===== src/source/game_macros.svh =====
`ifndef GAME_MACROS_SVH
`define GAME_MACROS_SVH

// map geometry
`define MAP_DIM 16
`define FLOORS 4

// clock cycles per logic tick
`define TICK_DIV 4

`define START_HEALTH 100

// sprite code drawn over the player's tile
`define PLAYER_SPRITE 8'hF0

`endif


===== src/source/player_pkg.sv =====
`default_nettype none

package player_pkg;

  typedef enum logic [1:0] {
    UP,
    DOWN,
    LEFT,
    RIGHT
  } dir_e;

  typedef struct packed {
    logic [1:0]  floor;
    logic [3:0]  x;
    logic [3:0]  y;
    logic [3:0]  key_num;
    logic [15:0] health;
  } player_status_s;

endpackage

`default_nettype wire


===== src/source/tile_pkg.sv =====
`default_nettype none

package tile_pkg;

  typedef enum logic [3:0] {
    EMPTY   = 4'd0,
    WALL    = 4'd1,
    KEY     = 4'd2,
    DOOR    = 4'd3,
    MONSTER = 4'd4,
    STAIRS  = 4'd5
  } tile_kind_e;

  // game logic view, value is the monster damage
  typedef struct packed {
    tile_kind_e  kind;
    logic [11:0] value;
  } tile_obj_s;

  // graphics view
  typedef struct packed {
    logic [7:0] sprite;
    logic [7:0] palette;
  } tile_gfx_s;

  typedef union packed {
    tile_obj_s obj;
    tile_gfx_s gfx;
  } tile_word_u;

  typedef struct packed {
    logic [1:0] floor;
    logic [3:0] y;
    logic [3:0] x;
  } map_addr_t;

endpackage

`default_nettype wire


===== src/source/map_port_if.sv =====
`timescale 1ns/1ps
`default_nettype none

interface map_port_if;
  import tile_pkg::*;

  map_addr_t  addr;
  tile_word_u rdata;
  tile_word_u wdata;
  logic       wr;

  modport master (output addr, output wdata, output wr, input rdata);

  modport ram (input addr, input wdata, input wr, output rdata);

endinterface

`default_nettype wire


===== src/source/map_renderer.sv =====
`timescale 1ns/1ps
`default_nettype none
`include "game_macros.svh"

module map_renderer (
  input  logic                       clk,
  input  logic                       rst,
  input  logic                       frame_start,
  input  player_pkg::player_status_s status,
  map_port_if.master                 map,
  output logic [7:0]                 dst_addr,
  output logic [15:0]                dst_data,
  output logic                       dst_wr,
  output logic                       frame_done
);
  import tile_pkg::*;
  import player_pkg::*;

  localparam logic [7:0] LAST_TILE = 8'(`MAP_DIM * `MAP_DIM - 1);

  logic           active;
  logic           start;
  logic [7:0]     rd_cnt;
  logic           wr_q;
  logic [7:0]     wr_addr_q;
  player_status_s snap;
  tile_word_u     word;

  // frame_start is ignored while reads or writes are pending
  assign start = frame_start && !active && !wr_q;

  always_ff @(posedge clk) begin
    if (rst) begin
      active <= 1'b0;
      rd_cnt <= 8'd0;
      wr_q   <= 1'b0;
    end else begin
      wr_q <= active;
      if (active) begin
        rd_cnt <= rd_cnt + 8'd1;
        if (rd_cnt == LAST_TILE) begin
          active <= 1'b0;
        end
      end else if (start) begin
        active <= 1'b1;
        rd_cnt <= 8'd0;
      end
    end
  end

  // floor and player position frozen for the whole frame
  always_ff @(posedge clk) begin
    wr_addr_q <= rd_cnt;
    if (start) begin
      snap <= status;
    end
  end

  assign map.addr  = {snap.floor, rd_cnt};
  assign map.wr    = 1'b0;
  assign map.wdata = '0;

  // player sprite over its tile, palette kept
  always_comb begin
    word = map.rdata;
    if (wr_addr_q == {snap.y, snap.x}) begin
      word.gfx.sprite = `PLAYER_SPRITE;
    end
  end

  assign dst_wr     = wr_q;
  assign dst_addr   = wr_addr_q;
  assign dst_data   = word;
  assign frame_done = wr_q && (wr_addr_q == LAST_TILE);

endmodule

`default_nettype wire


===== src/flat_wrapper.sv =====
// flat-port wrapper written by rule: the top's interface ports become plain ports
module map_renderer_flat import tile_pkg::*; import player_pkg::*;
  (clk, rst, frame_start, status, dst_addr, dst_data, dst_wr, frame_done, map_addr, map_wdata, map_wr, map_rdata);
  map_port_if map_i ();
  input  logic clk;
  input  logic rst;
  input  logic frame_start;
  input  player_pkg::player_status_s status;
  output logic [7:0] dst_addr;
  output logic [15:0] dst_data;
  output logic dst_wr;
  output logic frame_done;
  output wire logic [$bits(map_i.addr)-1:0] map_addr;
  output wire logic [$bits(map_i.wdata)-1:0] map_wdata;
  output wire logic [$bits(map_i.wr)-1:0] map_wr;
  input wire logic [$bits(map_i.rdata)-1:0] map_rdata;
  assign map_addr = map_i.addr;
  assign map_wdata = map_i.wdata;
  assign map_wr = map_i.wr;
  assign map_i.rdata = map_rdata;
  map_renderer u_core (.clk(clk), .rst(rst), .frame_start(frame_start), .status(status), .map(map_i), .dst_addr(dst_addr), .dst_data(dst_data), .dst_wr(dst_wr), .frame_done(frame_done));
endmodule

===== config.mk =====
export PLATFORM = sky130hd
export DESIGN_NAME = map_renderer_flat
export DESIGN_NICKNAME = d
export VERILOG_FILES = /design/src/source/player_pkg.sv /design/src/source/tile_pkg.sv /design/src/source/map_port_if.sv /design/src/source/map_renderer.sv /design/src/flat_wrapper.sv
export VERILOG_INCLUDE_DIRS = /design/src /design/src/source
export SDC_FILE = /design/constraint.sdc
export NUM_CORES = 1
export LEC_CHECK = 0
export BUFFER_PORTS_ARGS = -buffer_cell sky130_fd_sc_hd__buf_4
export CORE_ASPECT_RATIO = 1.5
export CORE_MARGIN = 10
export CORE_UTILIZATION = 35
export CTS_CLUSTER_DIAMETER = 200
export CTS_CLUSTER_SIZE = 24
export DETAILED_ROUTE_END_ITERATION = 16
export MAX_ROUTING_LAYER = met4
export PLACE_DENSITY = 0.83
export SETUP_SLACK_MARGIN = 0.4
export SLEW_MARGIN = 10
export SYNTH_ARGS = -nofsm -noshare
export SYNTH_HDL_FRONTEND = slang
export SYNTH_SLANG_ARGS = --single-unit
export TNS_END_PERCENT = 1

===== constraint.sdc =====
create_clock -name clk -period 1.45 [get_ports clk]
set_input_delay 0.29 -clock clk [delete_from_list [all_inputs] [get_ports clk]]
set_output_delay 0.29 -clock clk [all_outputs]
set_load 0.02 [all_outputs]

==> run_results.csv <==
group,metric,value,unit
die,fp.dieArea,0.00655,sq mm
clocking,cts_made_buffers,3,
synthesis,mapped_cells,118,
die,die-height,94.2,um
clocking,clock_tree_from_tritoncts,"built",
sta,clock_skew,0.00209,ns
final_layout,layout-drive-gt1-share,60.5,%
detailed_routing,postRouteAntennaNets,0,
sta,setup_viol,8,
detailed_routing,detail_route.drc_violations,0,
final_layout,multi_input_gate_area_in_the_final_layout,592,sq um
placement,post_placement_worst_setup_slack,-0.118,ns
sta,final.min_clock_period,1.84,ns
setup_path,crit_path_max_fanout,8,
flow_run,drv_cap,0,
sta,fmaxAchievable,544,MHz
final_layout,insertedDiodeCount,0,
sta,grt_setup_unrepaired,"true",
global_routing,grt_first_pass_wirelength,5130,um
placement,place.detailed.instances,210,
status,outcome,"finished, violations left",
synthesis,synthFlopType,"dfxtp_1",
synthesis,ys_seq_elements,28,
placement,placed_cell_area,0.00168,sq mm
min_path,hp-start,"status[27]",
die,core,0.00348,sq mm
detailed_routing,drt-wirelength-per-cell,15.2,um
setup_path,r2r.worst_path.cells,4,
clocking,cts-root-to-sink-buffers,2,
synthesis,async_reset_ff_share,0,%
detailed_routing,via_count,996,
final_layout,fillerInstances,293,
setup_path,setup.reg_to_reg.worst_slack,0.10,ns
status,failed_checks,"setup timing",
setup_path,timing_worst_setup_path_type,"flop to output pin",
sta,tns,-3.06,ns
die,initial_core_util,36.9,%
sta,fin_crit_sh,127,%
setup_path,timing.rr.end,"u_core.rd_cnt[7]",
setup_path,cp.required,1.16,ns
final_layout,nets,223,
sta,fin_ws,-0.389,ns
final_layout,area_growth,57.6,%
die,ioPinCount,102,
synthesis,synth-warning-count,0,
setup_path,setup.worst_path.end_class,"output pin",
detailed_routing,drt_wirelength,3260,um
min_path,hold_end,"u_core.snap[27]",
sta,final-hold-violation-count,0,
clocking,clock_latency,0.27,ns
global_routing,maximum_number_of_pins_on_one_net_before_global_route_repair,16,
clocking,cts_hold_repair.buffers,0,
final_layout,regArea,708,sq um
detailed_routing,detailedRoute.firstPassIterationCount,4,
clocking,clock_transition_time_at_the_flip_flop_clock_pins_of_the_worst_setup_and_hold_paths,0.09,ns
global_routing,grt_pass1_vias,1076,
synthesis,syn_area_per_cell,10.9,sq um
detailed_routing,drt_iter0_markers,5,
min_path,hold_depth,1,
sta,timing_max_transition_violations_final,0,
final_layout,post-route-cell-area,0.00203,sq mm
min_path,min_path_type,"input pin to flop",
synthesis,yosysUniqueCellTypes,27,
final_layout,finalNonFillerCells,214,
die,fp.dieW,69.5,um
detailed_routing,avgViaCountPerCell,4.65,
die,rows,26,
setup_path,critical_path.reg2reg.startpoint,"u_core.active",
synthesis,synth-edff-count,10,
clocking,cts-htree-levels,1,
placement,dpl.hpwl,2540,um
placement,buffer_ports.inserted,48,
global_routing,grt_antenna_before_repair,0,
power,pwr_density_cell,793,mW/mm^2
placement,gp_weighted_congestion,0.769,
global_routing,overflow,0,
setup_path,start_kind,"flop",
power,static-leakage-power,0.838,nW
clocking,clock-sinks,28,
clocking,ctsRootBufferMaster,"clkbuf_8",
final_layout,postLayoutCoreUtil,58.2,%
setup_path,setup.worst_path.start,"u_core.snap[20]",
synthesis,yosysSeqAreaShare,51.4,%
setup_path,worst-endpoint-arrival,1.55,ns
synthesis,synth_area,0.00128,sq mm
global_routing,gr-usage-all-layers,9.82,%
power,ir_worst_vdd,0.757,mV
-- cell usage in the layout, fill, tap and decap left out, drive strengths merged, types with 3 or more instances in the layout --
| cell type | n |
|---|---|
| a21boi | 4 |
| a21o | 4 |
| a21oi | 8 |
| buf | 62 |
| clkbuf | 4 |
| conb | 17 |
| dfxtp | 18 |
| edfxtp | 10 |
| nand2 | 3 |
| nand3 | 7 |
| nand4 | 3 |
| o211ai | 3 |
| or3 | 3 |
| xor2 | 9 |
-- flip-flops by register name, indices dropped and copies added, names as in the netlist --
| name | count |
|---|---|
| u_core.dst_addr | 8 |
| u_core.rd_cnt | 8 |
| u_core.snap | 8 |
| u_core.map.addr | 2 |
| u_core.active | 1 |
| u_core.dst_wr | 1 |
-- routing by layer --
| metal | share of wire, % | global-route usage [%] | vias up |
|---|---|---|---|
| met4 | 2.1 | 5.05 | 0 |
| met1 | 36 | 9.42 | 455 |
| li1 | - | - | 477 |
| met5 | 0 | - | - |
| met2 | 52 | 16.9 | 53 |
| met3 | 10 | 3.70 | 11 |
-- repair_timing --
item | 4_1_cts | 5_1_grt
pin swaps | 16 | 16
gates resized for setup | 64 | 19
buffers inserted | 0 | 0
setup endpoints to repair | 45 | 44
-- area by class of cell --
class | instances | area share [%]
multi-input cells | 76 | 29.2
flip-flops and latches | 28 | 35.0
clock buffers | 4 | 2.72
inverters | 2 | 0.494
well taps | 42 | 2.59
repair buffers | 62 | 30.0
-- where the power goes --
part           internal, mW  switching [mW]  total (mW)
Sequential            0.829          0.0207       0.850
Combinational         0.136           0.153       0.290
Clock                 0.243           0.224       0.467
Total                  1.21           0.398        1.61
-- metrics by stage --
step | hold WS (ns) | total power [mW]
detailed placement | 0.394 | 1.12
global placement | 0.391 | 1.12
floorplan | 0.389 | 1.08
CTS | 0.183 | 1.60
finish | 0.187 | 1.61
global route | 0.179 | 1.67
-- critical path, cell delays in order (launching register included) --
cell      delay (ns)
edfxtp_1        0.42
xor2_2          0.18
nor4_4          0.28
buf_6           0.17
a21o_4          0.12
buf_6           0.10
-- synth_stat cells (2+ instances only) --
cell type / count / area (sq um)
nand4_1: 3 / 18.8
inv_1: 2 / 7.51
buf_4: 27 / 203
nor2_1: 2 / 7.51
nand3_1: 7 / 35.0
dfxtp_1: 18 / 360
a21o_2: 4 / 35.0
or3_1: 3 / 18.8
o211ai_1: 3 / 22.5
xor2_1: 9 / 78.8
nor4_2: 2 / 25.0
nand2_1: 3 / 11.3
a21boi_0: 4 / 30.0
nand2b_1: 2 / 12.5
edfxtp_1: 10 / 300
a21oi_1: 8 / 40.0
-- worst max-delay path by stage --
stage,to,slack (ns),depth (start not counted)
after CTS,dst_data[13],-0.39,5
after floorplan,dst_data[12],-0.04,3
after detailed placement,dst_data[13],-0.12,5
after global routing,dst_data[8],-0.49,5
after global placement,dst_data[12],-0.1,5
final,dst_data[13],-0.39,5
-- logic make-up (layout without fill, tap and decap cells) --
logic type,count (synthesis),in the layout,share of synthesized area [%]
flip-flops,28,28,51.4
other,1,17,0.292
buffers and inverters,30,68,16.7
AO/OA/AOI/OAI,22,22,11.8
adder cells (fa/ha/maj),1,1,0.974
AND/OR/NAND/NOR,27,27,12.8
XOR/XNOR,9,9,6.13
Note: power is estimated with default switching activity, not from simulation.
