## config.mk

```make
export PLATFORM = sky130hd
export DESIGN_NAME = player_ctrl_flat
export DESIGN_NICKNAME = d
export VERILOG_FILES = /design/src/source/player_pkg.sv /design/src/source/tile_pkg.sv /design/src/source/map_port_if.sv /design/src/source/player_ctrl.sv /design/src/flat_wrapper.sv
export VERILOG_INCLUDE_DIRS = /design/src /design/src/source
export SDC_FILE = /design/constraint.sdc
export NUM_CORES = 1
export LEC_CHECK = 0
export ABC_AREA = 1
export BUFFER_PORTS_ARGS = -buffer_cell sky130_fd_sc_hd__buf_2
export CAP_MARGIN = 20
export CORE_ASPECT_RATIO = 0.8
export CORE_MARGIN = 8
export CORE_UTILIZATION = 56
export DETAILED_ROUTE_END_ITERATION = 10
export PLACE_DENSITY_LB_ADDON = 0.25
export SETUP_SLACK_MARGIN = 0.4
export SYNTH_ARGS = -nofsm -noshare
export SYNTH_HDL_FRONTEND = slang
export SYNTH_SLANG_ARGS = --single-unit
```

## constraint.sdc

```tcl
create_clock -name clk -period 3.3 [get_ports clk]
set_input_delay 0.66 -clock clk [delete_from_list [all_inputs] [get_ports clk]]
set_output_delay 0.66 -clock clk [all_outputs]
set_load 0.005 [all_outputs]
```

## src/source/game_macros.svh

```systemverilog
`ifndef GAME_MACROS_SVH
`define GAME_MACROS_SVH

// map geometry
`define MAP_DIM 16
`define FLOORS 4

// clock cycles per logic tick
`define TICK_DIV 4

`define START_HEALTH 100

// sprite code drawn over the player's tile
`define PLAYER_SPRITE 8'hF0

`endif

```

## src/source/player_pkg.sv

```systemverilog
`default_nettype none

package player_pkg;

  typedef enum logic [1:0] {
    UP,
    DOWN,
    LEFT,
    RIGHT
  } dir_e;

  typedef struct packed {
    logic [1:0]  floor;
    logic [3:0]  x;
    logic [3:0]  y;
    logic [3:0]  key_num;
    logic [15:0] health;
  } player_status_s;

endpackage

`default_nettype wire

```

## src/source/tile_pkg.sv

```systemverilog
`default_nettype none

package tile_pkg;

  typedef enum logic [3:0] {
    EMPTY   = 4'd0,
    WALL    = 4'd1,
    KEY     = 4'd2,
    DOOR    = 4'd3,
    MONSTER = 4'd4,
    STAIRS  = 4'd5
  } tile_kind_e;

  // game logic view, value is the monster damage
  typedef struct packed {
    tile_kind_e  kind;
    logic [11:0] value;
  } tile_obj_s;

  // graphics view
  typedef struct packed {
    logic [7:0] sprite;
    logic [7:0] palette;
  } tile_gfx_s;

  typedef union packed {
    tile_obj_s obj;
    tile_gfx_s gfx;
  } tile_word_u;

  typedef struct packed {
    logic [1:0] floor;
    logic [3:0] y;
    logic [3:0] x;
  } map_addr_t;

endpackage

`default_nettype wire

```

## src/source/map_port_if.sv

```systemverilog
`timescale 1ns/1ps
`default_nettype none

interface map_port_if;
  import tile_pkg::*;

  map_addr_t  addr;
  tile_word_u rdata;
  tile_word_u wdata;
  logic       wr;

  modport master (output addr, output wdata, output wr, input rdata);

  modport ram (input addr, input wdata, input wr, output rdata);

endinterface

`default_nettype wire

```

## src/source/player_ctrl.sv

```systemverilog
`timescale 1ns/1ps
`default_nettype none
`include "game_macros.svh"

module player_ctrl (
  input  logic                       clk,
  input  logic                       rst,
  input  logic                       move,
  input  player_pkg::dir_e           dir,
  map_port_if.master                 map,
  output player_pkg::player_status_s status
);
  import tile_pkg::*;
  import player_pkg::*;

  localparam logic [1:0] S_IDLE = 2'd0;
  localparam logic [1:0] S_READ = 2'd1;
  localparam logic [1:0] S_EVAL = 2'd2;

  logic [1:0]     state;
  map_addr_t      tgt;
  map_addr_t      step_tgt;
  tile_word_u     tile;
  player_status_s next_status;
  logic           step;
  logic           consume;

  // neighbour in the move direction, border walls keep it in range
  always_comb begin
    step_tgt.floor = status.floor;
    step_tgt.x     = status.x;
    step_tgt.y     = status.y;
    case (dir)
      UP:      step_tgt.y = status.y - 4'd1;
      DOWN:    step_tgt.y = status.y + 4'd1;
      LEFT:    step_tgt.x = status.x - 4'd1;
      default: step_tgt.x = status.x + 4'd1;
    endcase
  end

  always_ff @(posedge clk) begin
    if (state == S_IDLE && move) begin
      tgt <= step_tgt;
    end
  end

  // interaction rules on the tile read back
  always_comb begin
    tile        = map.rdata;
    next_status = status;
    step        = 1'b0;
    consume     = 1'b0;
    case (tile.obj.kind)
      EMPTY: begin
        step = 1'b1;
      end
      KEY: begin
        step                = 1'b1;
        consume             = 1'b1;
        next_status.key_num = status.key_num + 4'd1;
      end
      DOOR: begin
        if (status.key_num != 4'd0) begin
          step                = 1'b1;
          consume             = 1'b1;
          next_status.key_num = status.key_num - 4'd1;
        end
      end
      MONSTER: begin
        // only a fight the player survives
        if (status.health > 16'(tile.obj.value)) begin
          step               = 1'b1;
          consume            = 1'b1;
          next_status.health = status.health - 16'(tile.obj.value);
        end
      end
      STAIRS: begin
        if (status.floor != 2'(`FLOORS - 1)) begin
          next_status.floor = status.floor + 2'd1;
        end
        next_status.x = 4'd1;
        next_status.y = 4'd1;
      end
      default: begin
      end
    endcase
    if (step) begin
      next_status.x = tgt.x;
      next_status.y = tgt.y;
    end
  end

  assign map.addr = tgt;
  assign map.wr   = (state == S_EVAL) && consume;

  // consumed tiles become empty
  always_comb begin
    map.wdata          = '0;
    map.wdata.obj.kind = EMPTY;
  end

  always_ff @(posedge clk) begin
    if (rst) begin
      state          <= S_IDLE;
      status.floor   <= 2'd0;
      status.x       <= 4'd1;
      status.y       <= 4'd1;
      status.key_num <= 4'd0;
      status.health  <= 16'(`START_HEALTH);
    end else begin
      case (state)
        S_IDLE: begin
          if (move) begin
            state <= S_READ;
          end
        end
        S_READ: begin
          state <= S_EVAL;
        end
        default: begin
          status <= next_status;
          state  <= S_IDLE;
        end
      endcase
    end
  end

endmodule

`default_nettype wire

```

## src/flat_wrapper.sv

```systemverilog
// flat-port wrapper written by rule: the top's interface ports become plain ports
module player_ctrl_flat import tile_pkg::*; import player_pkg::*;
  (clk, rst, move, dir, status, map_addr, map_wdata, map_wr, map_rdata);
  map_port_if map_i ();
  input  logic clk;
  input  logic rst;
  input  logic move;
  input  player_pkg::dir_e dir;
  output player_pkg::player_status_s status;
  output wire logic [$bits(map_i.addr)-1:0] map_addr;
  output wire logic [$bits(map_i.wdata)-1:0] map_wdata;
  output wire logic [$bits(map_i.wr)-1:0] map_wr;
  input wire logic [$bits(map_i.rdata)-1:0] map_rdata;
  assign map_addr = map_i.addr;
  assign map_wdata = map_i.wdata;
  assign map_wr = map_i.wr;
  assign map_i.rdata = map_rdata;
  player_ctrl u_core (.clk(clk), .rst(rst), .move(move), .dir(dir), .map(map_i), .status(status));
endmodule
```

==> flow_summary.json <==
{
  "port_buffers": 61,
  "skew_ns": 0.008020,
  "cts_made_buffers": 5,
  "clockBufferDepth": 2,
  "core_area_mm2": 0.004950,
  "pre_cts_slack_ns": 0.3486,
  "place_inst": 493,
  "yosys.cell_count.top_type": "nand2_1",
  "max-slew-margin-rel_pct": 52.28,
  "cts_tree": "yes",
  "drive_above_1_share_pct": 21.36,
  "antenna_found_initial": 0,
  "r2r_cells": 15,
  "final_util_pct": 65.37,
  "status": "completed",
  "yosysWarningCount": 0,
  "finalNonFillerCells": 502,
  "r2r-end": "u_core.status[1]",
  "synth.distinct_cells": 35,
  "synthesis.area_mm2": 0.002831,
  "hpwlAfterDp_mm": 5.189,
  "place.gp.congestion": 0.9055,
  "peakVddDrop_mv": 0.3083,
  "grt_overflow": 0,
  "synth_edf_count": 10,
  "yosys-top-cells-area": "dfxtp_1 (23%), nand2_1 (11%), edfxtp_1 (11%)",
  "yosysTopAreaCell": "dfxtp_1",
  "path_max_fanout": 2,
  "synth_top_area_share_pct": 22.62,
  "hp-class": "flop to flop",
  "fin_crit_ns": 2.813,
  "netlist_top_cells_count": "nand2_1 (86), inv_1 (43), a21oi_1 (37)",
  "period_share_pct": 85.25,
  "drv_cap": 0,
  "num_vias": 2555,
  "r2r_start": "u_core.status[0]",
  "synth_mux_area_share_pct": 0,
  "drv_slew": 0,
  "worstPathRequired_ns": 2.64,
  "powerDensity_mw_per_mm2": 338.2,
  "total_leakage_power_uw": 0.001687,
  "clock_sinks": 42,
  "antenna_cells": 0,
  "p_total_uw": 1094,
  "hold_viol": 0,
  "chipHeight_um": 79.60,
  "clk_pin_slew_worst_paths_ns": 0.08,
  "syn2layout_area_growth_pct": 14.27,
  "ys_ff_latch": 42,
  "antenna_left": 0,
  "synth_xor_area_share_pct": 5.568,
  "clock.fmax_mhz": 355.5,
  "synth_top_family_by_area": "simple AND/OR/NAND/NOR gates",
  "grt_pass1_wl_mm": 11.29,
  "grt.total_usage_pct": 18.15,
  "wl_mm": 6.765,
  "route.detailed.drc": 0,
  "clock-root-buffer": "clkbuf_8",
  "num_rows": 23,
  "wire_per_inst_um": 13.48,
  "fin_nets": 483,
  "start_util_pct": 57.20,
  "syn_area_per_cell_um2": 7.511,
  "end_kind": "output pin",
  "grt_pass1_vias": 2474,
  "yosys.area_share.simple_pct": 24.30,
  "worstHoldPathCells": 2,
  "via_per_inst": 5.090,
  "hold_start": "u_core.state[0]",
  "grt_max_degree": 20,
  "tns_ns": 0,
  "die_area_mm2": 0.007602,
  "arrival_ns": 2.15,
  "ys_seq_area_share_pct": 33.23,
  "drt_iter0_drc": 163,
  "r2r_slack_ns": 1.05,
  "clock_latency_ns": 0.29,
  "setup_violations": 0,
  "worst_slack_ns": 0.4868,
  "startpoint_type": "primary input",
  "whs_endpoint": "u_core.state[1]",
  "first_pass_iters": 4,
  "fillCellCount": 456,
  "path_class": "primary input to output pin",
  "synth_fa_ha_area_share_pct": 11.22,
  "die_w_um": 95.50,
  "async_flop_share_pct": 0,
  "synth_compound_area_share_pct": 13.35,
  "synth-main-ff-cell": "dfxtp_1",
  "io_pins": 78,
  "rsz0062_at_grt": "no",
  "cts_hold_buf": 0,
  "h-tree-depth": 2,
  "worst_pin_slew_ns": 0.7083,
  "postSynthCellCount": 377
}
-- stage by stage --
stage | hold slack [ns] | instance area (um^2)
2_1_floorplan | 0.4418 | 2888
3_3_place_gp | 0.4560 | 3105
3_5_place_dp | 0.4665 | 3105
4_1_cts | 0.4743 | 3227
5_1_grt | 0.5050 | 3236
6_report | 0.4782 | 3236
-- power by group --
group | leakage, uW | switching [uW] | internal (uW)
registers | 0.000357 | 8.02 | 539
clock network | 0.0000524 | 178 | 227
logic | 0.00128 | 87.9 | 55.0
total | 0.00169 | 274 | 821
-- logic make-up after synthesis --
kind of cell | count (synthesis)
AO/OA/AOI/OAI | 69
XOR/XNOR | 18
flip-flops | 42
adder cells (fa/ha/maj) | 23
AND/OR/NAND/NOR | 156
buffers and inverters | 68
other | 1
-- cells in the final DEF (no fill, tap or decap), drive strengths merged --
cell     n
nand2   92
buf     64
inv     44
a21oi   41
dfxtp   32
nor2    29
nand3   24
o21ai   24
ha      19
conb    16
xor2    10
edfxtp  10
xnor2    8
clkbuf   7
nor3     6
fa       4
a211oi   2
nor4     2
nand4    1
a21o     1
nand3b   1
or2      1
o21bai   1
bufinv   1
-- area by class of cell --
type | instances | area (um^2) | share of cell area, %
multi-input combinational | 282 | 1618 | 50.00
inverter | 44 | 165.2 | 5.104
timing repair buffer | 64 | 327.8 | 10.13
clock buffer | 7 | 76.32 | 2.359
clock inverter | 1 | 30.03 | 0.9281
sequential | 42 | 940.9 | 29.08
tap | 62 | 77.57 | 2.398
-- state kept, by name, indices dropped and copies added, names as in the netlist --
name and count:
u_core.status 30, u_core.map.addr 10, u_core.state 2
-- per-layer routing --
layer / GRT usage [%] / part of all wire, % / vias to the layer above / routed length (um)
met4: 4.441 / 0.87 / 0 / 59
li1: - / - / 1316 / -
met3: 4.699 / 7.8 / 7 / 528
met5: 0 / 0 / - / 0
met2: 27.75 / 43 / 73 / 2935
met1: 24.80 / 48 / 1159 / 3242
-- worst max-delay path: stages --
cell and delay [ns]:
buf_2 0.10, ha_2 0.18, fa_2 0.33, inv_2 0.06, nand2_1 0.06, nand2_2 0.08, nand3_2 0.06, nand2_2 0.08
nand2_2 0.06, nand2_4 0.08, a21oi_1 0.06, nor3_1 0.17, buf_2 0.15
-- what timing repair did --
item | 4_1_cts | 5_1_grt
endpoints found under the setup margin | 1 | 1
gates cloned | 0 | 0
pin swaps | 3 | 1
gates resized for setup | 2 | 4
setup buffers | 1 | 0
-- worst max path at each step --
stage	startpoint	endpoint	slack, ns	cells after the start
after floorplan	map_rdata[0]	map_wr	0.72	11
after global placement	map_rdata[0]	map_wr	0.36	13
after detailed placement	map_rdata[0]	map_wr	0.35	13
after CTS	map_rdata[0]	map_wr	0.40	13
after global routing	map_rdata[0]	map_wr	0.40	13
final	map_rdata[0]	map_wr	0.49	13
Power figures use the tool's default switching activity.
