File: src/source/game_macros.svh
`ifndef GAME_MACROS_SVH
`define GAME_MACROS_SVH

// map geometry
`define MAP_DIM 16
`define FLOORS 4

// clock cycles per logic tick
`define TICK_DIV 4

`define START_HEALTH 100

// sprite code drawn over the player's tile
`define PLAYER_SPRITE 8'hF0

`endif

File: src/source/player_pkg.sv
`default_nettype none

package player_pkg;

  typedef enum logic [1:0] {
    UP,
    DOWN,
    LEFT,
    RIGHT
  } dir_e;

  typedef struct packed {
    logic [1:0]  floor;
    logic [3:0]  x;
    logic [3:0]  y;
    logic [3:0]  key_num;
    logic [15:0] health;
  } player_status_s;

endpackage

`default_nettype wire

File: src/source/move_arbiter.sv
`timescale 1ns/1ps
`default_nettype none
`include "game_macros.svh"

module move_arbiter (
  input  logic             clk,
  input  logic             rst,
  input  logic [3:0]       keys,
  output logic             move,
  output player_pkg::dir_e dir
);
  import player_pkg::*;

  localparam int CNT_W = (`TICK_DIV > 1) ? $clog2(`TICK_DIV) : 1;

  logic [CNT_W-1:0] tick_cnt;
  logic             tick;
  logic [3:0]       keys_q;
  logic [3:0]       rise;

  assign tick = (tick_cnt == CNT_W'(`TICK_DIV - 1));
  // keys is {right, up, down, left}
  assign rise = keys & ~keys_q;

  always_ff @(posedge clk) begin
    if (rst) begin
      tick_cnt <= '0;
    end else if (tick) begin
      tick_cnt <= '0;
    end else begin
      tick_cnt <= tick_cnt + 1'b1;
    end
  end

  always_ff @(posedge clk) begin
    if (rst) begin
      keys_q <= '0;
      move   <= 1'b0;
      dir    <= UP;
    end else begin
      move <= tick && (rise != 4'b0000);
      if (tick) begin
        keys_q <= keys;
        // fixed priority up, down, left, right
        if (rise[2]) begin
          dir <= UP;
        end else if (rise[1]) begin
          dir <= DOWN;
        end else if (rise[0]) begin
          dir <= LEFT;
        end else if (rise[3]) begin
          dir <= RIGHT;
        end
      end
    end
  end

endmodule

`default_nettype wire

File: config.mk
export PLATFORM = sky130hd
export DESIGN_NAME = move_arbiter
export DESIGN_NICKNAME = d
export VERILOG_FILES = /design/src/source/player_pkg.sv /design/src/source/move_arbiter.sv
export VERILOG_INCLUDE_DIRS = /design/src /design/src/source
export SDC_FILE = /design/constraint.sdc
export NUM_CORES = 1
export LEC_CHECK = 0
export BUFFER_PORTS_ARGS = -buffer_cell sky130_fd_sc_hd__buf_2
export CORE_AREA = 4 4 41 43
export DETAILED_ROUTE_END_ITERATION = 6
export DIE_AREA = 0 0 45 47
export GPL_TIMING_DRIVEN = 0
export MAX_ROUTING_LAYER = met4
export PLACE_DENSITY = 0.51
export SYNTH_ARGS = -nofsm -noshare
export SYNTH_HDL_FRONTEND = slang
export SYNTH_SLANG_ARGS = --single-unit
File: constraint.sdc
create_clock -name clk -period 2.8 [get_ports clk]
set_input_delay 0.14 -clock clk [delete_from_list [all_inputs] [get_ports clk]]
set_output_delay 0.14 -clock clk [all_outputs]
set_load 0.005 [all_outputs]
==> impl_metrics.csv, run 1 <==
group,metric,value,unit
detailed_routing,vias,296,
flow_run,drv_cap,0,
placed_design,placed_cells,58,
worst_setup_path,max_stage_delay,0.34,ns
detailed_routing,routedWlPerCell,11.5,µm
power_and_ir_drop,total_leakage_power,0.204,nW
global_route,grt_remaining_overflow,0,
clocking,cts_hold_buf,0,
sta,tns,0,ns
cells_and_area,areaGrowthSynthToFinish,20.1,%
clocking,clockBufferDepth,2,
worst_setup_path,critPathTopFamily,"compound AO/OA/AOI/OAI gates",
detailed_routing,avgViaCountPerCell,4.77,
power_and_ir_drop,finalPower,0.000276,W
clocking,cts_root_buf,"clkbuf_4",
cells_and_area,final_nets,55,
global_route,grt_pass1_vias,304,
die,rows,13,
placed_design,gp_congestion,0.685,
detailed_routing,dr.pass1.iters,2,
die,die_area,2120,µm²
worst_setup_path,cp.required,2.97,ns
clocking,clock_latency,0.26,ns
sta,timing.fmax,837,MHz
global_route,track_usage,8.76,%
global_route,grt_max_degree,11,
run_status,status,"completed",
worst_setup_path,cp_max_fo,9,
sta,post-route-period-util,42.7,%
logic_synthesis,syn-num-nets,43,
die,core-area,1300,µm²
sta,drv_slew,0,
logic_synthesis,muxShareOfSynthArea,12.6,%
sta,final_hold_viol_count,0,
logic_synthesis,ys_ff_latch,9,
cells_and_area,drive_above_1_share,31.9,%
clocking,h-tree-depth,1,
logic_synthesis,synth_top_family_by_area,"simple AND/OR/NAND/NOR gates",
power_and_ir_drop,p_per_area,577,nW/µm²
logic_synthesis,seq_area_frac_synth,45.3,%
logic_synthesis,yosys_warnings,0,
worst_setup_path,start_kind,"flip-flop",
logic_synthesis,async_reset_ff_share,0,%
logic_synthesis,synth_compound_area_share,12.6,%
sta,slew_headroom,74.6,%
die,die_w,45,µm
logic_synthesis,syn_area,398,µm²
min_path,hold_class,"in -> reg",
clocking,cts_resized,0,
global_route,antenna_found_initial,0,
cells_and_area,diodes,0,
detailed_routing,drt_iter0_markers,6,
placed_design,place_ws,1.60,ns
cells_and_area,layout_common_cells,"dfxtp_1, buf_2, mux2i_1, nor2_1",
placed_design,dpl.hpwl,549,µm
worst_setup_path,crit_buf_inv,1,
placed_design,portBuffers,7,
global_route,grt_pass1_wl,1.22,mm
cells_and_area,fin_cells,62,
logic_synthesis,postSynthAreaPerCell,11.1,µm²
worst_setup_path,cp_cell_sequence,"ha_1, buf_2, o21ai_0, a221oi_1",
clocking,clock-sinks,9,
power_and_ir_drop,vdd_ir_drop_max,0.181,mV
logic_synthesis,synth_fa_ha_area_share,3.14,%
clocking,cts_tree,"built",
sta,setup_violations,0,
logic_synthesis,synth.distinct_cells,17,
worst_setup_path,crit_slowest_cell,"dfxtp_1",
clocking,numCtsBuffers,3,
sta,finClkSkew,0.00268,ns
logic_synthesis,synth_flop_cell,"dfxtp_1",
die,initial_core_util,30.6,%
logic_synthesis,yosys.area_share.simple,23.3,%
cells_and_area,mostFrequentLayoutCell,"dfxtp_1",
clocking,cts_setup_buffers,0,
sta,rsz0062_at_grt,"false",
detailed_routing,antenna_left,0,
clocking,cts.clk_slew.worst_paths,0.06,ns
sta,worst_slack,1.60,ns
detailed_routing,routed_wl,712,µm
worst_setup_path,arrival,1.36,ns
logic_synthesis,synth_enable_flop_cells,0,
worst_setup_path,crit_type,"reg -> reg",
die,die_y,47,µm
logic_synthesis,synth_cells,36,
worst_setup_path,cp-end-kind,"flip-flop",
die,io-pin-count,9,
detailed_routing,drc,0,
sta,finalCriticalPeriod,1.20,ns
logic_synthesis,synth_xor_area_share,0,%
sta,worst_slew_pin_slew,0.381,ns
-- routing by layer --
layer  share of wire (%)  track usage (%)  vias up  wire length, µm
met5                   0                -        -                0
met1                  40             8.94      138              282
met4                 3.7             8.77        0               26
met3                 7.7             3.07        5               55
li1                    -                -      145                -
met2                  49             12.7        8              347
-- worst min-delay path: stages --
cell     delay [ns]
buf_2          0.08
mux2i_1        0.06
nor2_1         0.07
-- Yosys cell counts (2+ instances only) --
cell / count / area [µm²]
dfxtp_1: 9 / 180
nand2b_1: 3 / 18.8
nor2_1: 5 / 18.8
mux2i_1: 5 / 50.1
nor2b_4: 2 / 27.5
-- area by class of cell --
| class | instances | area [µm²] |
|---|---|---|
| plain buffers | 2 | 8.76 |
| clock buffers | 4 | 26.3 |
| fillers | 147 | 823 |
| inverters | 1 | 3.75 |
| multi-input cells | 24 | 205 |
| flip-flops and latches | 9 | 180 |
| well taps | 15 | 18.8 |
| repair buffers | 7 | 35.0 |
-- registers in the layout, summed over array words and instances (netlist names) --
register	flops
move	1
keys_q	4
tick_cnt	2
dir	2
-- report_power, final --
part	internal (W)	switching, W	total, W
clock network	0.0000548	0.0000442	0.0000990
registers	0.000136	0.00000405	0.000140
logic	0.0000186	0.0000179	0.0000365
total	0.000210	0.0000661	0.000276
-- cell families (layout without fill, tap and decap cells) --
kind of cell / after synthesis / after routing
muxes: 5 / 5
adders and majority gates: 1 / 1
DFF: 9 / 9
and+or+nand+nor: 14 / 14
buffers and inverters: 3 / 14
AOI/OAI and AO/OA: 4 / 4
-- final timing paths --
kind	start	slack, ns	depth (start not counted)	end
max	tick_cnt[0]	1.60	4	dir[1]
min	keys[0]	0.13	3	keys_q[0]
max reg2reg	tick_cnt[0]	1.60	4	dir[1]
min reg2reg	tick_cnt[0]	0.43	1	tick_cnt[0]
-- stage by stage --
step | utilization (%) | instance area [µm²] | hold slack [ns]
4_1_cts | 36.7 | 478 | 0.128
6_report | 36.7 | 478 | 0.127
2_1_floorplan | - | 398 | 0.287
3_5_place_dp | 34.7 | 452 | 0.403
3_3_place_gp | 34.7 | 452 | 0.389
5_1_grt | 36.7 | 478 | 0.143
No activity file was read; power rests on OpenSTA's default activity.
==> inputs of run 2 (changes only) <==
clock period = 1.1 ns   (was 2.8 ns; I/O delays follow)
==> run 2 against run 1 <==
Effect of this change:
- maximum frequency up 12%
- die area unchanged
- clock power rose to 2.6 times the previous value
- critical endpoint is now keys_q[3]
- first-iteration DRC count up 33%
- flip-flop and latch count unchanged
- total power rose to 2.7 times the previous value
==> impl_metrics.csv, run 2 (same netlist as run 1, synthesis figures left out) <==
group,metric,value,unit
worst_setup_path,cp.required,1.24,ns
power_and_ir_drop,clkPwrFrac,35.0,%
clocking,cts_tree,"built",
sta,finClkSkew,0.00426,ns
clocking,clock_latency,0.26,ns
power_and_ir_drop,p_per_area,1380,nW/µm²
cells_and_area,regMostFlops,"keys_q",
sta,whs,0.0453,ns
die,die_y,47,µm
global_route,antenna_found_initial,0,
global_route,use_met3,3.07,%
clocking,numCtsBuffers,3,
global_route,grt_pass1_wl,1.22,mm
global_route,grt_remaining_overflow,0,
die,die_w,45,µm
detailed_routing,drt_iter0_markers,8,
power_and_ir_drop,vdd_ir_drop_max,0.486,mV
clocking,cts.clk_slew.worst_paths,0.06,ns
global_route,gr-max-usage-layer,"met2",
global_route,gr-usage-met1,8.94,%
sta,setup_violations,0,
sta,slew_headroom,73.7,%
cells_and_area,layout_common_cells,"buf_2, dfxtp_1, mux2i_1, nor2_1",
cells_and_area,drive_above_1_share,44.0,%
run_status,status,"completed",
clocking,h-tree-depth,1,
detailed_routing,drc,0,
power_and_ir_drop,pwr-share-comb,15.7,%
power_and_ir_drop,p_switching,0.000181,W
worst_setup_path,arrival,1.21,ns
placed_design,portBuffers,7,
die,core-area,1300,µm²
worst_setup_path,crit_start,"tick_cnt[1]",
placed_design,place_ws,-0.103,ns
sta,tns,0,ns
clocking,clockBufferDepth,2,
global_route,track_usage,8.76,%
die,rows,13,
detailed_routing,dr.pass1.iters,2,
placed_design,dpl.hpwl,549,µm
worst_setup_path,crit_end,"keys_q[3]",
power_and_ir_drop,total_leakage_power,0.223,nW
power_and_ir_drop,p_seq_share,49.3,%
cells_and_area,seqCellArea,184,µm²
cells_and_area,diodes,0,
worst_setup_path,cp_max_fo,8,
cells_and_area,multi_input_area,218,µm²
cells_and_area,fin_cells,65,
worst_setup_path,start_kind,"flip-flop",
detailed_routing,routedWlPerCell,11.1,µm
cells_and_area,largest_reg_flops,4,
worst_setup_path,crit_slowest_cell,"dfxtp_1",
die,io-pin-count,9,
clocking,cts_root_buf,"clkbuf_4",
sta,worst_slack,0.0292,ns
worst_setup_path,reg2regPathDepth,5,
power_and_ir_drop,intPower,0.000554,W
worst_setup_path,critPathTopFamily,"flip-flops",
sta,rsz0062_at_grt,"true",
sta,finalCriticalPeriod,1.07,ns
min_path,hold_class,"in -> reg",
sta,worst_slew_pin_slew,0.394,ns
worst_setup_path,crit_type,"reg -> reg",
worst_setup_path,cp-end-kind,"flip-flop",
power_and_ir_drop,swShare,24.6,%
die,initial_core_util,30.6,%
min_path,min_from,"keys[0]",
detailed_routing,antenna_left,0,
worst_setup_path,worstReg2RegStart,"tick_cnt[1]",
global_route,grt_max_degree,11,
cells_and_area,areaGrowthSynthToFinish,33.3,%
cells_and_area,reg.largest.list,"keys_q: 4 flops, dir: 2 flops, tick_cnt: 2 flops",
sta,drv_slew,0,
worst_setup_path,crit_buf_inv,2,
global_route,grt_pass1_vias,304,
cells_and_area,final_nets,58,
detailed_routing,routed_wl,720,µm
worst_setup_path,reg2reg_slack,0.03,ns
die,die_area,2120,µm²
worst_setup_path,max_stage_delay,0.35,ns
global_route,grtUsageMet2,12.7,%
cells_and_area,mostFrequentLayoutCell,"buf_2",
sta,final_hold_viol_count,0,
placed_design,gp_congestion,0.685,
sta,post-route-period-util,97.3,%
detailed_routing,vias,292,
worst_setup_path,path_depth,5,
clocking,clock-sinks,9,
sta,timing.fmax,934,MHz
detailed_routing,avgViaCountPerCell,4.49,
worst_setup_path,cp_cell_sequence,"ha_4, buf_8, buf_4, mux2i_1, nor2_1",
cells_and_area,nFillCells,141,
placed_design,placed_cells,58,
worst_setup_path,r2r_end,"keys_q[3]",
flow_run,drv_cap,0,
run 2: worst min path at each step:
| stage | to | slack, ns | cells after the start |
|---|---|---|---|
| 5_1_grt | keys_q[0] | 0.07 | 3 |
| 3_5_place_dp | keys_q[0] | 0.32 | 3 |
| 2_1_floorplan | keys_q[3] | 0.20 | 2 |
| 6_report | keys_q[0] | 0.05 | 3 |
| 3_3_place_gp | keys_q[3] | 0.30 | 3 |
| 4_1_cts | keys_q[0] | 0.04 | 3 |
run 2: area by class of cell:
| class | instances | share of cell area (%) |
|---|---|---|
| sequential | 9 | 34.7 |
| timing repair buffer | 10 | 11.6 |
| tap | 15 | 3.54 |
| buffer | 2 | 3.54 |
| multi-input combinational | 24 | 41.0 |
| clock buffer | 4 | 4.95 |
| inverter | 1 | 0.708 |
run 2: per-layer routing:
metal | vias to the layer above | routed length, µm | share of wire [%]
li1 | 151 | - | -
met1 | 130 | 303 | 42
met2 | 7 | 353 | 49
met3 | 4 | 49 | 6.8
met4 | 0 | 13 | 1.8
met5 | - | 0 | 0
run 2: tightest hold or removal path, stage by stage:
cell,delay (ns)
buf_2,0.08
mux2i_1,0.06
nor2_1,0.07
run 2: stage by stage:
step | total power [W] | util [%] | instance area (µm²)
global placement | 0.000453 | 34.7 | 452
floorplan | 0.000432 | - | 398
CTS | 0.000724 | 37.4 | 487
detailed placement | 0.000460 | 34.7 | 452
finish | 0.000735 | 40.8 | 531
global route | 0.000773 | 40.8 | 531
run 2: repair_timing:
item / in CTS / in global routing
hold buffers: 0 / 0
hold endpoints to repair: 0 / 0
pin swaps: 0 / 3
gates resized for setup: 4 / 6
buffers inserted: 0 / 3
endpoints found under the setup margin: 6 / 3
run 2: power by group through the flow:
stage                     clock (W)  sequential [W]  combinational, W
after global routing       0.000283        0.000365          0.000126
final                      0.000257        0.000362          0.000115
after floorplan                   0        0.000363         0.0000687
after CTS                  0.000266        0.000358          0.000100
after detailed placement          0        0.000364         0.0000960
after global placement            0        0.000363         0.0000904
==> inputs of run 3 (changes only) <==
CTS_BUF_LIST = sky130_fd_sc_hd__clkbuf_4 sky130_fd_sc_hd__clkbuf_8 sky130_fd_sc_hd__clkbuf_16   (was unset)
clock period = 1.16 ns   (was 1.1 ns; I/O delays follow)
==> run 3 against run 2 <==
Effect of this change:
- maximum frequency up 1.4%
- worst setup slack better by 0.075 ns
- count of clock-buffer cells in the layout unchanged
- highest routed layer unchanged
- register-to-register slack better by 0.07 ns
- die area unchanged
- global-route usage down 0.082 points
- non-clock buffer count down 2
- hold slack worse by 0.0015 ns
- utilization down 2.4 points
- wire length down 2.8%
- critical path type unchanged
- largest power group unchanged
- combinational power down 17%
- cell area down 5.9%
- critical endpoint is now dir[0]
==> impl_metrics.csv, run 3 (same netlist as run 1, synthesis figures left out) <==
group,metric,value,unit
placed_design,dpl.hpwl,549,µm
sta,post-route-period-util,91.0,%
clocking,cts_tree,"built",
clocking,h-tree-depth,1,
min_path,whs_path_depth,3,
sta,timing.fmax,947,MHz
worst_setup_path,reg2regPathDepth,3,
detailed_routing,routed_wl,700,µm
sta,setup_violations,0,
detailed_routing,antenna_left,0,
die,die_area,2120,µm²
detailed_routing,avgViaCountPerCell,4.70,
power_and_ir_drop,p_per_area,1400,nW/µm²
sta,finalCriticalPeriod,1.06,ns
worst_setup_path,r2r_end,"dir[0]",
placed_design,portBuffers,7,
global_route,grt_max_degree,11,
sta,tns,0,ns
worst_setup_path,cp.required,1.35,ns
min_path,hold_class,"in -> reg",
worst_setup_path,worstReg2RegStart,"keys_q[2]",
clocking,clock_latency,0.26,ns
die,die_y,47,µm
global_route,track_usage,8.67,%
cells_and_area,regMostFlops,"keys_q",
detailed_routing,routedWlPerCell,11.1,µm
sta,drv_slew,0,
worst_setup_path,cp-end-kind,"flip-flop",
sta,finClkSkew,0.00418,ns
cells_and_area,reg.largest.list,"keys_q: 4 flops, dir: 2 flops, tick_cnt: 2 flops",
cells_and_area,drive_above_1_share,41.7,%
sta,worst_slew_pin_slew,0.381,ns
cells_and_area,areaGrowthSynthToFinish,25.5,%
min_path,min_to,"keys_q[0]",
clocking,cts_hold_buf,0,
clocking,numCtsBuffers,3,
global_route,grt_pass1_wl,1.21,mm
cells_and_area,largest_reg_flops,4,
die,io-pin-count,9,
placed_design,gp_congestion,0.685,
global_route,antenna_found_initial,0,
global_route,grt_remaining_overflow,0,
power_and_ir_drop,total_leakage_power,0.215,nW
worst_setup_path,arrival,1.25,ns
detailed_routing,drc,0,
power_and_ir_drop,vdd_ir_drop_max,0.530,mV
global_route,grt_pass1_vias,302,
worst_setup_path,crit_start,"keys_q[2]",
sta,final_hold_viol_count,0,
cells_and_area,mostFrequentLayoutCell,"buf_2",
flow_run,drv_cap,0,
worst_setup_path,start_kind,"flip-flop",
clocking,cts.clk_slew.worst_paths,0.06,ns
die,die_w,45,µm
worst_setup_path,reg2reg_slack,0.10,ns
die,core-area,1300,µm²
die,rows,13,
cells_and_area,fin_util,38.4,%
detailed_routing,drt_iter0_markers,9,
detailed_routing,vias,296,
detailed_routing,dr.pass1.iters,3,
die,initial_core_util,30.6,%
run_status,status,"completed",
min_path,min_from,"keys[0]",
sta,slew_headroom,74.6,%
clocking,clockBufferDepth,2,
clocking,clock-sinks,9,
sta,rsz0062_at_grt,"false",
worst_setup_path,crit_type,"reg -> reg",
cells_and_area,diodes,0,
clocking,cts_root_buf,"clkbuf_4",
cells_and_area,final_nets,56,
cells_and_area,layout_common_cells,"buf_2, dfxtp_1, mux2i_1, nor2_1, clkbuf_4",
worst_setup_path,cp_max_fo,3,
-- run 3: worst max-delay path by stage --
stage	end	depth (start not counted)
2_1_floorplan	dir[1]	4
3_3_place_gp	dir[1]	4
3_5_place_dp	dir[1]	4
4_1_cts	dir[1]	4
5_1_grt	dir[1]	4
6_report	dir[0]	3
-- run 3: area by class of cell --
cell class / count / area, µm²
Sequential cell: 9 / 184
Timing Repair Buffer: 8 / 42.5
Tap cell: 15 / 18.8
Clock buffer: 4 / 30.0
Inverter: 1 / 3.75
Buffer: 2 / 15.0
Fill cell: 143 / 802
Multi-Input combinational cell: 24 / 205
-- run 3: report_power, final --
part           internal [W]  leakage (nW)  switching [W]
clock              0.000156        0.0184       0.000107
combinational     0.0000510         0.122      0.0000444
sequential         0.000330        0.0745     0.00000951
total              0.000537         0.215       0.000161
-- run 3: layer usage --
| layer | wire length (µm) | GRT usage, % | share of wire [%] |
|---|---|---|---|
| met4 | 28 | 8.77 | 4.0 |
| met2 | 329 | 12.7 | 47 |
| met5 | 0 | - | 0 |
| met1 | 287 | 8.72 | 41 |
| met3 | 56 | 3.07 | 8.0 |
-- run 3: timing repair --
| item | CTS | global route |
|---|---|---|
| gates resized for setup | 1 | 5 |
| pin swaps | 0 | 1 |
| endpoints found under the setup margin | 1 | 2 |
| setup buffers | 0 | 1 |
-- run 3: critical path, stage by stage, from the launching register on --
cell and delay (ns):
dfxtp_2 0.34, nor2b_4 0.05, o41ai_4 0.37, mux2i_1 0.22
-- run 3: metrics by stage --
stage	power, W	instance area [µm²]	worst slack [ns]	cells	hold WS (ns)
after floorplan	0.000409	398	0.101	36	0.205
after global placement	0.000430	452	0.0181	58	0.307
after detailed placement	0.000436	452	-0.0432	58	0.321
after CTS	0.000703	484	0.0332	62	0.0491
after global routing	0.000733	499	0.0148	63	0.0611
final	0.000697	499	0.104	63	0.0438
